## src/rtl/invaders_pkg.sv

```systemverilog
package invaders_pkg;

	////////////////////////////////////////
	// Types
	////////////////////////////////////////

	// Pixel coordinate on the scan grid
	typedef logic [9:0] coord_t;

	// Colour byte, blue in the top bits, red in the bottom
	typedef logic [7:0] color_t;

	// Screen shown to the player
	typedef enum logic [1:0] {
		MODE_BLANK = 2'd0,
		MODE_START = 2'd1,
		MODE_GAME  = 2'd2
	} screen_mode_t;

	// Sideways march direction
	typedef enum logic {
		DIR_LEFT  = 1'b0,
		DIR_RIGHT = 1'b1
	} march_dir_t;

	////////////////////////////////////////
	// Geometry
	////////////////////////////////////////

	// Visible area
	localparam coord_t screen_width  = 10'd640;
	localparam coord_t screen_height = 10'd480;

	// Alien box and row layout
	localparam coord_t alien_width   = 10'd30;
	localparam coord_t alien_height  = 10'd20;
	localparam coord_t alien_spacing = 10'd50;
	localparam coord_t alien_start_x = 10'd195;
	localparam coord_t alien_start_y = 10'd150;

	// Margins and movement
	localparam coord_t march_left_limit  = 10'd20;
	localparam coord_t march_right_limit = 10'd620;
	localparam coord_t drop_step         = 10'd10;
	localparam coord_t base_step         = 10'd4;
	localparam coord_t step_increment    = 10'd2;

	// Player laser box
	localparam coord_t laser_width  = 10'd3;
	localparam coord_t laser_height = 10'd10;

	// Palette
	localparam color_t color_alien = 8'b1010_1010;
	localparam color_t color_laser = 8'b0111_1000;
	localparam color_t color_space = 8'b0000_0000;

endpackage

```

## src/rtl/fleet_if.sv

```systemverilog
interface fleet_if
	import invaders_pkg::*;
#(
	parameter int n_aliens = 3
) ();

	// Formation commands, one-cycle strobes
	logic       step_en;
	logic       drop;
	march_dir_t dir;
	coord_t     step_size;
	logic       respawn;

	// One bit per alien, each unit drives its own
	logic [n_aliens-1:0] at_edge;
	logic [n_aliens-1:0] hit;

	// Formation controller side
	modport ctrl (
		output step_en, drop, dir, step_size, respawn,
		input  at_edge, hit
	);

	// Alien unit side
	modport unit (
		input  step_en, drop, dir, step_size, respawn,
		output at_edge, hit
	);

endinterface

```

## src/rtl/screen_mode_ctrl.sv

```systemverilog
module screen_mode_ctrl
	import invaders_pkg::*;
(
	input  logic         clk,
	input  logic         rst,
	input  logic         button_display,
	output screen_mode_t mode
);

	screen_mode_t mode_q;

	// Blank, start, game, then wrap to blank
	always_ff @(posedge clk or posedge rst) begin
		if (rst) begin
			mode_q <= MODE_BLANK;
		end else if (button_display) begin
			case (mode_q)
				MODE_BLANK: mode_q <= MODE_START;
				MODE_START: mode_q <= MODE_GAME;
				default:    mode_q <= MODE_BLANK;
			endcase
		end
	end

	assign mode = mode_q;

endmodule

```

## src/rtl/fleet_ctrl.sv

```systemverilog
module fleet_ctrl
	import invaders_pkg::*;
#(
	parameter int n_aliens = 3
) (
	input  logic         clk,
	input  logic         rst,
	input  screen_mode_t mode,
	input  logic         frame_tick,
	fleet_if.ctrl        fleet
);

	// Wide enough to hold n_aliens itself
	localparam int kill_w = $clog2(n_aliens + 1);

	logic [kill_w-1:0] kill_count;
	logic [kill_w-1:0] hit_count;
	logic              wave_clear;
	logic              step_go;
	logic              edge_seen;
	logic              respawn_q;
	march_dir_t        dir_q;
	coord_t            step_q;

	////////////////////////////////////////
	// Per-cycle commands
	////////////////////////////////////////

	// Frame tick only counts in game mode, respawn takes the cycle
	assign step_go   = frame_tick && (mode == MODE_GAME) && !respawn_q;
	// Any live alien at the margin turns the move into a drop
	assign edge_seen = |fleet.at_edge;

	// Number of aliens shot this cycle
	always_comb begin
		hit_count = '0;
		for (int i = 0; i < n_aliens; i++) begin
			hit_count = hit_count + kill_w'(fleet.hit[i]);
		end
	end

	assign wave_clear = (kill_count == kill_w'(n_aliens));

	////////////////////////////////////////
	// Wave and direction state
	////////////////////////////////////////

	always_ff @(posedge clk or posedge rst) begin
		if (rst) begin
			respawn_q  <= 1'b0;
			dir_q      <= DIR_RIGHT;
			step_q     <= base_step;
			kill_count <= '0;
		end else begin
			// Single pulse the cycle after the last kill lands
			respawn_q <= wave_clear && !respawn_q;
			if (respawn_q) begin
				kill_count <= '0;
				step_q     <= step_q + step_increment;
				dir_q      <= DIR_RIGHT;
			end else begin
				kill_count <= kill_count + hit_count;
				// Reverse at the margin together with the drop
				if (step_go && edge_seen) begin
					dir_q <= (dir_q == DIR_LEFT) ? DIR_RIGHT : DIR_LEFT;
				end
			end
		end
	end

	assign fleet.step_en   = step_go;
	assign fleet.drop      = edge_seen;
	assign fleet.dir       = dir_q;
	assign fleet.step_size = step_q;
	assign fleet.respawn   = respawn_q;

endmodule

```

## src/rtl/alien_unit.sv

```systemverilog
module alien_unit
	import invaders_pkg::*;
#(
	parameter int idx = 0
) (
	input  logic         clk,
	input  logic         rst,
	input  coord_t       x_coord,
	input  coord_t       y_coord,
	input  coord_t       laser_x,
	input  coord_t       laser_y,
	input  logic         laser_valid,
	input  screen_mode_t mode,
	fleet_if.unit        fleet,
	output logic         covers_pixel
);

	// Column start for this alien
	localparam coord_t start_x = coord_t'(alien_start_x + idx * alien_spacing);

	coord_t      pos_x;
	coord_t      pos_y;
	logic        alive;
	logic [10:0] box_r;
	logic [10:0] box_b;
	logic [10:0] laser_r;
	logic [10:0] laser_b;
	logic [10:0] left_bound;
	logic [10:0] reach_r;
	logic        overlap;
	logic        hit;

	////////////////////////////////////////
	// Box edges, one extra bit for carry
	////////////////////////////////////////

	assign box_r   = {1'b0, pos_x} + {1'b0, alien_width};
	assign box_b   = {1'b0, pos_y} + {1'b0, alien_height};
	assign laser_r = {1'b0, laser_x} + {1'b0, laser_width};
	assign laser_b = {1'b0, laser_y} + {1'b0, laser_height};

	// Laser box against alien box
	assign overlap = ({1'b0, laser_x} < box_r) && (laser_r > {1'b0, pos_x}) &&
		({1'b0, laser_y} < box_b) && (laser_b > {1'b0, pos_y});
	assign hit = laser_valid && (mode == MODE_GAME) && alive && overlap;

	// Next step would cross the margin
	assign left_bound = {1'b0, march_left_limit} + {1'b0, fleet.step_size};
	assign reach_r    = box_r + {1'b0, fleet.step_size};

	assign fleet.hit[idx]     = hit;
	assign fleet.at_edge[idx] = alive &&
		(((fleet.dir == DIR_LEFT) && ({1'b0, pos_x} <= left_bound)) ||
		((fleet.dir == DIR_RIGHT) && (reach_r >= {1'b0, march_right_limit})));

	// Scan point inside a live box
	assign covers_pixel = alive && (x_coord >= pos_x) && ({1'b0, x_coord} < box_r) &&
		(y_coord >= pos_y) && ({1'b0, y_coord} < box_b);

	always_ff @(posedge clk or posedge rst) begin
		if (rst) begin
			pos_x <= start_x;
			pos_y <= alien_start_y;
			alive <= 1'b1;
		end else if (fleet.respawn) begin
			pos_x <= start_x;
			pos_y <= alien_start_y;
			alive <= 1'b1;
		end else begin
			if (hit) begin
				alive <= 1'b0;
			end
			// Dead aliens keep their slot in the formation
			if (fleet.step_en) begin
				if (fleet.drop) begin
					pos_y <= pos_y + drop_step;
				end else if (fleet.dir == DIR_RIGHT) begin
					pos_x <= pos_x + fleet.step_size;
				end else begin
					pos_x <= pos_x - fleet.step_size;
				end
			end
		end
	end

endmodule

```

## src/rtl/pixel_compositor.sv

```systemverilog
module pixel_compositor
	import invaders_pkg::*;
#(
	parameter int n_aliens = 3
) (
	input  logic                clk,
	input  logic                rst,
	input  screen_mode_t        mode,
	input  coord_t              x_coord,
	input  coord_t              y_coord,
	input  coord_t              laser_x,
	input  coord_t              laser_y,
	input  logic                laser_valid,
	input  logic [n_aliens-1:0] alien_cover,
	output color_t              rgb
);

	logic [10:0] laser_r;
	logic [10:0] laser_b;
	logic        visible;
	logic        laser_cover;
	logic        any_alien;
	color_t      color_next;

	// Inside the 640 by 480 window
	assign visible = (x_coord < screen_width) && (y_coord < screen_height);

	// Laser box covers the scan point
	assign laser_r     = {1'b0, laser_x} + {1'b0, laser_width};
	assign laser_b     = {1'b0, laser_y} + {1'b0, laser_height};
	assign laser_cover = laser_valid &&
		(x_coord >= laser_x) && ({1'b0, x_coord} < laser_r) &&
		(y_coord >= laser_y) && ({1'b0, y_coord} < laser_b);

	// All aliens share one colour, so the lowest index winning
	// reduces to an OR over the row
	assign any_alien = |alien_cover;

	////////////////////////////////////////
	// Priority select
	////////////////////////////////////////

	always_comb begin
		color_next = color_space;
		// Blank and start screens stay black
		if (visible && (mode == MODE_GAME)) begin
			if (laser_cover) begin
				color_next = color_laser;
			end else if (any_alien) begin
				color_next = color_alien;
			end
		end
	end

	// One cycle behind the scan coordinate
	always_ff @(posedge clk or posedge rst) begin
		if (rst) begin
			rgb <= '0;
		end else begin
			rgb <= color_next;
		end
	end

endmodule

```

## src/rtl/invaders_display.sv

```systemverilog
module invaders_display
	import invaders_pkg::*;
#(
	parameter int n_aliens = 3
) (
	input  logic   clk,
	input  logic   rst,
	input  logic   button_display,
	input  logic   frame_tick,
	input  coord_t x_coord,
	input  coord_t y_coord,
	input  coord_t laser_x,
	input  coord_t laser_y,
	input  logic   laser_valid,
	output color_t rgb
);

	screen_mode_t        mode;
	logic [n_aliens-1:0] alien_cover;

	// Commands from the formation controller to the row
	fleet_if #(.n_aliens(n_aliens)) fleet ();

	screen_mode_ctrl u_mode (
		.clk            (clk),
		.rst            (rst),
		.button_display (button_display),
		.mode           (mode)
	);

	fleet_ctrl #(.n_aliens(n_aliens)) u_fleet (
		.clk        (clk),
		.rst        (rst),
		.mode       (mode),
		.frame_tick (frame_tick),
		.fleet      (fleet.ctrl)
	);

	////////////////////////////////////////
	// Alien row
	////////////////////////////////////////

	for (genvar i = 0; i < n_aliens; i++) begin : g_alien
		alien_unit #(.idx(i)) u_alien (
			.clk          (clk),
			.rst          (rst),
			.x_coord      (x_coord),
			.y_coord      (y_coord),
			.laser_x      (laser_x),
			.laser_y      (laser_y),
			.laser_valid  (laser_valid),
			.mode         (mode),
			.fleet        (fleet.unit),
			.covers_pixel (alien_cover[i])
		);
	end

	pixel_compositor #(.n_aliens(n_aliens)) u_comp (
		.clk         (clk),
		.rst         (rst),
		.mode        (mode),
		.x_coord     (x_coord),
		.y_coord     (y_coord),
		.laser_x     (laser_x),
		.laser_y     (laser_y),
		.laser_valid (laser_valid),
		.alien_cover (alien_cover),
		.rgb         (rgb)
	);

endmodule

```

## config.mk

```make
export PLATFORM = sky130hd
export DESIGN_NAME = invaders_display
export DESIGN_NICKNAME = d
export VERILOG_FILES = /design/src/rtl/invaders_pkg.sv /design/src/rtl/fleet_if.sv /design/src/rtl/screen_mode_ctrl.sv /design/src/rtl/fleet_ctrl.sv /design/src/rtl/alien_unit.sv /design/src/rtl/pixel_compositor.sv /design/src/rtl/invaders_display.sv
export SDC_FILE = /design/constraint.sdc
export NUM_CORES = 1
export LEC_CHECK = 0
export BUFFER_PORTS_ARGS = -buffer_cell sky130_fd_sc_hd__buf_2
export CORE_UTILIZATION = 40
export CTS_CLUSTER_SIZE = 30
export DETAILED_ROUTE_END_ITERATION = 10
export SLEW_MARGIN = 20
export SYNTH_ARGS = -nofsm -noshare
export SYNTH_HDL_FRONTEND = slang
export SYNTH_SLANG_ARGS = --single-unit
```

## constraint.sdc

```tcl
create_clock -name clk -period 5.1 [get_ports clk]
set_input_delay 0.255 -clock clk [delete_from_list [all_inputs] [get_ports clk]]
set_output_delay 0.255 -clock clk [all_outputs]
set_load 0.005 [all_outputs]
```

==> results.ini, run 1 <==
[status]
status = finished clean

[drt]
wire_per_inst_um = 19.7
drt_pass1_iterations = 5
vias_per_cell = 5.67
drt-total-wl_mm = 40.8
antenna_left = 0
drc_errors = 0
dr.first_iter.drc_count = 730
dr_total_vias = 11743

[synthesis]
synth_seq_cells = 76
synthArstFlopShare = 1.00
synth_cell_type_count = 78
yosys-top-cells-area = ha_1 (33%), dfrtp_1 (8.7%), dfstp_2 (5.9%), xnor2_1 (5.3%), inv_1 (4.0%)
synth_ff_type = dfrtp_1
yosysTopAreaCell = ha_1
yosysMostFrequentCell = ha_1
synth-edff-count = 0
synthCells = 1579
yosys.area.top_type_share = 0.335
ys_seq_area_frac = 0.146
ys_warn_count = 0
synthesis.area_um2 = 13300
avgSynthCellArea_um2 = 8.42
synthTopCellsByCount = ha_1 (356), inv_1 (143), nor2_1 (115)

[global_routing]
overflow = 0
grt_usage = 0.247
grt_pass1_vias = 11265
grt_start_max_net_pins = 49
grt_pass1_wl_mm = 64.7
antenna_found_initial = 0

[final_layout]
num-fill-cells = 3318
area.growth.synth_to_final_pct = 8.38
final_util = 0.442
fin_nets = 2032
num_antenna_cells = 0
drive_above_1_share = 0.0884
fin_area_um2 = 14400

[clock_network]
clk_latency_ns = 0.35
cts_buffers = 9
clockBufferDepth = 2
path_clk_slew_ns = 0.07
cts-htree-levels = 3
cts_root_buf = clkbuf_16
cts_sinks = 76
cts_tree = done

[placement]
gp_congestion = 0.952
place_ws_ns = 0.573
dp_hpwl_mm = 33.8
portBuffers = 50
post_dp_cell_area_um2 = 14100

[floorplanning]
fp.dieW_um = 184
fp.dieH_um = 184
start_util = 0.408
die_area_um2 = 34000
ios = 53
coreArea_um2 = 32600
rows = 66

[hold_path]
min_from = button_display
holdPathStages = 2
hold_class = in2reg

[timing]
hold_viol = 0
setup_tns_ns = 0
rsz0062_at_grt = no
tightest_slew_ns = 0.930
layout_setup_ws_ns = 0.562
slew_violations = 0
fin_crit_sh = 0.890
finalCriticalPeriod_ns = 4.54
setup_violations = 0
slew_headroom = 0.375
fmax_mhz = 220
skew_ns = 0.0154

[worst_setup_path]
crit_path_start = u_fleet.fleet.step_size[2]
cp_top_family = simple AND/OR/NAND/NOR gates
critPathKind = reg2reg
max_stage_delay_ns = 0.72
path_depth = 13
cp_cell_sequence = ha_1, o21bai_1, xor2_1, ha_1, nand4_1, a21oi_1, o311ai_0, nand2_1, or4_4, a41oi_2, buf_4, nor4b_1, mux2i_1
startpoint_type = flop
crit_path_top_delay_cell = dfstp_2
cp_max_fo = 13
critPathBufInv = 1
r2r_cells = 13
timing.rr.start = u_fleet.fleet.step_size[2]
required_ns = 5.37
arrival_ns = 4.81
endpoint_kind = flop
crit_top_cell = ha_1

[power]
p_per_area_nw_per_um2 = 306
ir_drop_mv = 0.258
p_leak_uw = 0.00701

[run]
max_cap_violations = 0

## sequential cells by signal (all words and copies together) (netlist names), 2 cells and up
| signal | count |
|---|---|
| u_mode.mode | 2 |
| u_fleet.kill_count | 2 |
| g_alien.u_alien.pos_y | 27 |
| g_alien.u_alien.alive | 3 |
| u_comp.rgb | 3 |
| u_fleet.fleet.step_size | 9 |
| g_alien.u_alien.pos_x | 28 |
## worst reg2reg max path, stage by stage, from the launching register on
cell and delay [ns]:
dfstp_2 0.72, ha_1 0.30, o21bai_1 0.10, xor2_1 0.31, ha_1 0.31, nand4_1 0.13, a21oi_1 0.07, o311ai_0 0.61
nand2_1 0.23, or4_4 0.61, a41oi_2 0.28, buf_4 0.23, nor4b_1 0.34, mux2i_1 0.23
## cells by family (layout without fill, tap and decap cells)
logic type / Yosys count / after routing / synth area share
AOI/OAI and AO/OA: 421 / 421 / 0.203
DFF: 76 / 76 / 0.146
adders and majority gates: 363 / 363 / 0.345
xor gates and xnor gates: 119 / 119 / 0.0784
other: 1 / 2 / 0.000282
buffers and inverters: 174 / 223 / 0.0527
and+or+nand+nor: 399 / 399 / 0.153
muxes: 26 / 26 / 0.0209
## cells in the final DEF (no fill, tap or decap), types with 23 or more instances in the layout
cell      netlist  routed
a21o_1         28      28
a21oi_1       105     105
buf_2           7      50
dfrtp_1        46      45
dfstp_2        30      30
ha_1          356     356
inv_1         143     142
nand2_1        84      84
nand2b_1       25      25
nand4_1        23      23
nor2_1        115     115
nor2b_1        24      24
nor3_1         39      39
o21a_1         41      41
o21ai_0       106     106
xnor2_1        80      80
xor2_1         39      39
## final timing paths
check	endpoint	slack, ns
min reg2reg	u_mode.mode[1]	0.49
max in group asynchronous	u_fleet.fleet.respawn	3.54
min in group asynchronous	g_alien[1].u_alien.pos_x[8]	0.49
min	u_mode.mode[0]	0.12
max reg2reg	g_alien[1].u_alien.pos_y[7]	0.56
max	g_alien[1].u_alien.pos_y[7]	0.56
## report_power, final
part	switching, uW	total [uW]	internal (uW)	leakage (uW)
clock network	294	732	438	0.000163
logic	1580	2700	1110	0.00591
registers	237	988	750	0.000939
total	2110	4420	2300	0.00701
## area by class of cell
cell class              count  area (um2)  area share
inverters                 143         538      0.0373
flip-flops and latches     76        1940       0.135
repair buffers             64         370      0.0257
clock inverters             7         106     0.00738
clock buffers               9         225      0.0156
well taps                 442         553      0.0384
multi-input cells        1330       10700       0.741
## what timing repair did
action                    in CTS  in global routing
buffers inserted               0                  0
hold endpoints to repair      16                  0
resized for setup              0                  0
hold buffers                   1                  0
## per-stage QoR
| stage | cells | power, uW | hold WS (ns) |
|---|---|---|---|
| floorplan | 1580 | 2790 | 0.348 |
| global placement | 2054 | 3580 | 0.329 |
| detailed placement | 2054 | 3650 | 0.340 |
| CTS | 2071 | 4410 | 0.114 |
| global route | 2071 | 4830 | 0.142 |
| finish | 2071 | 4420 | 0.125 |
## routing by layer
metal  track usage  share of wire  wire length, um
met1         0.332           0.47            19000
met2         0.418           0.46            19000
met3        0.0223          0.041             1690
met4        0.0740          0.028             1150
met5             0              0                0
No activity file was read; power rests on OpenSTA's default activity.
==> run 2, diff against run 1 <==
--- a/config.mk
+++ b/config.mk
@@ -9,6 +9,7 @@
 export CORE_UTILIZATION = 40
 export CTS_CLUSTER_SIZE = 30
 export DETAILED_ROUTE_END_ITERATION = 10
+export REMOVE_ABC_BUFFERS = 1
 export SLEW_MARGIN = 20
 export SYNTH_ARGS = -nofsm -noshare
 export SYNTH_HDL_FRONTEND = slang
==> run 2 against run 1 <==
  * Critical path type unchanged
  * Power fell by 0.59%
  * Wire length is 1.5% higher
  * Hold slack got worse by 0.0023 ns
  * Flip-flop and latch count stayed put
  * Via count increased by 1.3%
  * Design area increased by 0.53%
==> results.ini, run 2 (same netlist as run 1, synthesis figures left out) <==
[drt]
dr.first_iter.drc_count = 685  ; -6.2%
wire_per_inst_um = 19.9  ; +0.94%
dr_total_vias = 11898  ; +1.3%
drc_errors = 0  ; unchanged
drt-total-wl_mm = 41.4  ; +1.5%
drt_pass1_iterations = 5  ; unchanged
antenna_left = 0  ; unchanged
vias_per_cell = 5.71  ; +0.78%

[power]
p_leak_uw = 0.00706  ; +0.74%
p_per_area_nw_per_um2 = 303  ; -1.1%
net-switching-power_uw = 2080  ; -1.7%
p_sw_frac = 0.473  ; -0.00547
power.internal_uw = 2310  ; +0.46%
p_comb_frac = 0.615  ; +0.004
power_frac_seq = 0.221  ; -0.003
ir_drop_mv = 0.263  ; +1.8%
finalPower_uw = 4390  ; -0.59%
clkPwrFrac = 0.164  ; -0.002

[status]
status = finished clean

[floorplanning]
start_util = 0.408  ; unchanged
ios = 53  ; unchanged
die_area_um2 = 34000  ; unchanged
rows = 66  ; unchanged
fp.dieH_um = 184  ; unchanged
fp.dieW_um = 184  ; unchanged
coreArea_um2 = 32600  ; unchanged

[hold_path]
hold_class = in2reg

[timing]
setup_violations = 0  ; unchanged
fmax_mhz = 222  ; +0.75%
layout_setup_ws_ns = 0.596  ; +0.0339 ns
slew_headroom = 0.376  ; +0.000993
rsz0062_at_grt = no
fin_crit_sh = 0.883  ; -0.00665
tightest_slew_ns = 0.929  ; -0.00148 ns
skew_ns = 0.00836  ; -0.00708 ns
finalCriticalPeriod_ns = 4.50  ; -0.0339 ns
slew_violations = 0  ; unchanged
setup_tns_ns = 0  ; unchanged
hold_viol = 0  ; unchanged

[final_layout]
most-common-layout-cells = ha_1 (356), inv_1 (142), nor2_1 (115)
largest-register = g_alien.u_alien.pos_x
drive_above_1_share = 0.0945  ; +0.00611
fin_nets = 2043  ; +0.54%
final_util = 0.444  ; +0.00234
num_antenna_cells = 0  ; unchanged
area.growth.synth_to_final_pct = 8.96
layout_commonest_cell = ha_1
largest_register_ff_count = 28  ; unchanged

[clock_network]
cts_sinks = 76  ; unchanged
cts_setup_buffers = 0  ; unchanged
cts_tree = done
cts-htree-levels = 3  ; unchanged
clk_latency_ns = 0.36  ; about the same
path_clk_slew_ns = 0.06  ; about the same
cts_root_buf = clkbuf_16
clockBufferDepth = 2  ; unchanged
cts_buffers = 9  ; unchanged

[placement]
gp_congestion = 0.903  ; -5.2%
portBuffers = 50  ; unchanged
dp_hpwl_mm = 33.7  ; about the same
place_ws_ns = 0.615  ; +0.0415 ns

[worst_setup_path]
startpoint_type = flop
max_stage_delay_ns = 0.58  ; -0.14 ns
crit_top_cell = ha_1
crit_path_top_delay_cell = dfstp_2
endpoint_kind = flop
cp_max_fo = 16  ; +3
critPathKind = reg2reg
critPathBufInv = 2  ; +1
cp_top_family = simple AND/OR/NAND/NOR gates
arrival_ns = 4.75  ; -0.06 ns
required_ns = 5.34  ; -0.03 ns
cp_cell_sequence = inv_1, ha_1, and3_1, xnor2_1, ha_1, a21o_1, a31oi_1, a21oi_1, or2_1, and4_4, or4_4, a41oi_2, buf_4, nand4b_1, mux2_1

[global_routing]
grt_pass1_vias = 11735  ; +4.2%
grt_pass1_wl_mm = 66.1  ; +2.3%
antenna_found_initial = 0  ; unchanged
grt_usage = 0.255  ; +0.00753
grt_start_max_net_pins = 42  ; -14%
overflow = 0  ; unchanged

[run]
max_cap_violations = 0  ; unchanged

run 2: cell count changes in the layout (fill, tap and decap cells not counted), sizes merged:
cell and delta:
clkbuf +1, inv -2, buf +11, clkinvlp +1
run 2: cell type report:
class                   instances  area, um2
clock buffers                  10        239
clock inverters                 6       86.3
fillers                      3271      18100
inverters                     143        538
multi-input cells            1330      10700
flip-flops and latches         76       1940
well taps                     442        553
repair buffers                 75        453
run 2: layer usage:
metal	part of all wire	global-route usage
met5	0	0
met4	0.041	0.111
met3	0.043	0.0306
met2	0.47	0.430
met1	0.45	0.325
run 2: worst paths after layout:
check                                       startpoint                     endpoint  slack [ns]  cells past startpoint
min                                     button_display               u_mode.mode[1]        0.12                      2
min in group asynchronous                          rst  g_alien[1].u_alien.pos_x[8]        0.51                      3
max                        g_alien[2].u_alien.pos_x[1]  g_alien[0].u_alien.pos_y[8]        0.60                     15
max in group asynchronous                          rst        u_fleet.fleet.respawn        3.55                      4
max reg2reg                g_alien[2].u_alien.pos_x[1]  g_alien[0].u_alien.pos_y[8]        0.60                     15
min reg2reg                             u_mode.mode[1]               u_mode.mode[1]        0.48                      1
run 2: timing repair:
action,CTS,global route
setup endpoints to repair,0,0
endpoints found under the hold margin,21,0
gates resized for setup,0,0
hold buffers,1,0
run 2: stage by stage:
stage               hold WS (ns)  instances  cell area, um2
finish                     0.122       2082           14500
global route               0.131       2082           14500
CTS                        0.105       2082           14500
detailed placement         0.376       2065           14200
global placement           0.378       2065           14200
floorplan                  0.348       1549           13100
run 2: worst register-to-register path, delay by kind of cell (launching register included):
family | cells | cell delay [ns]
AOI/OAI and AO/OA | 4 | 1.00
muxes | 1 | 0.32
DFF | 1 | 0.58
xor gates and xnor gates | 1 | 0.19
buffers and inverters | 2 | 0.40
adders and majority gates | 2 | 0.56
and+or+nand+nor | 5 | 1.32
run 2: power groups by stage:
stage | sequential (uW) | combinational, uW | clock, uW
5_1_grt | 985 | 3070 | 765
6_report | 970 | 2700 | 722
2_1_floorplan | 894 | 1890 | 0
3_3_place_gp | 977 | 2580 | 0
3_5_place_dp | 979 | 2660 | 0
4_1_cts | 970 | 2680 | 741
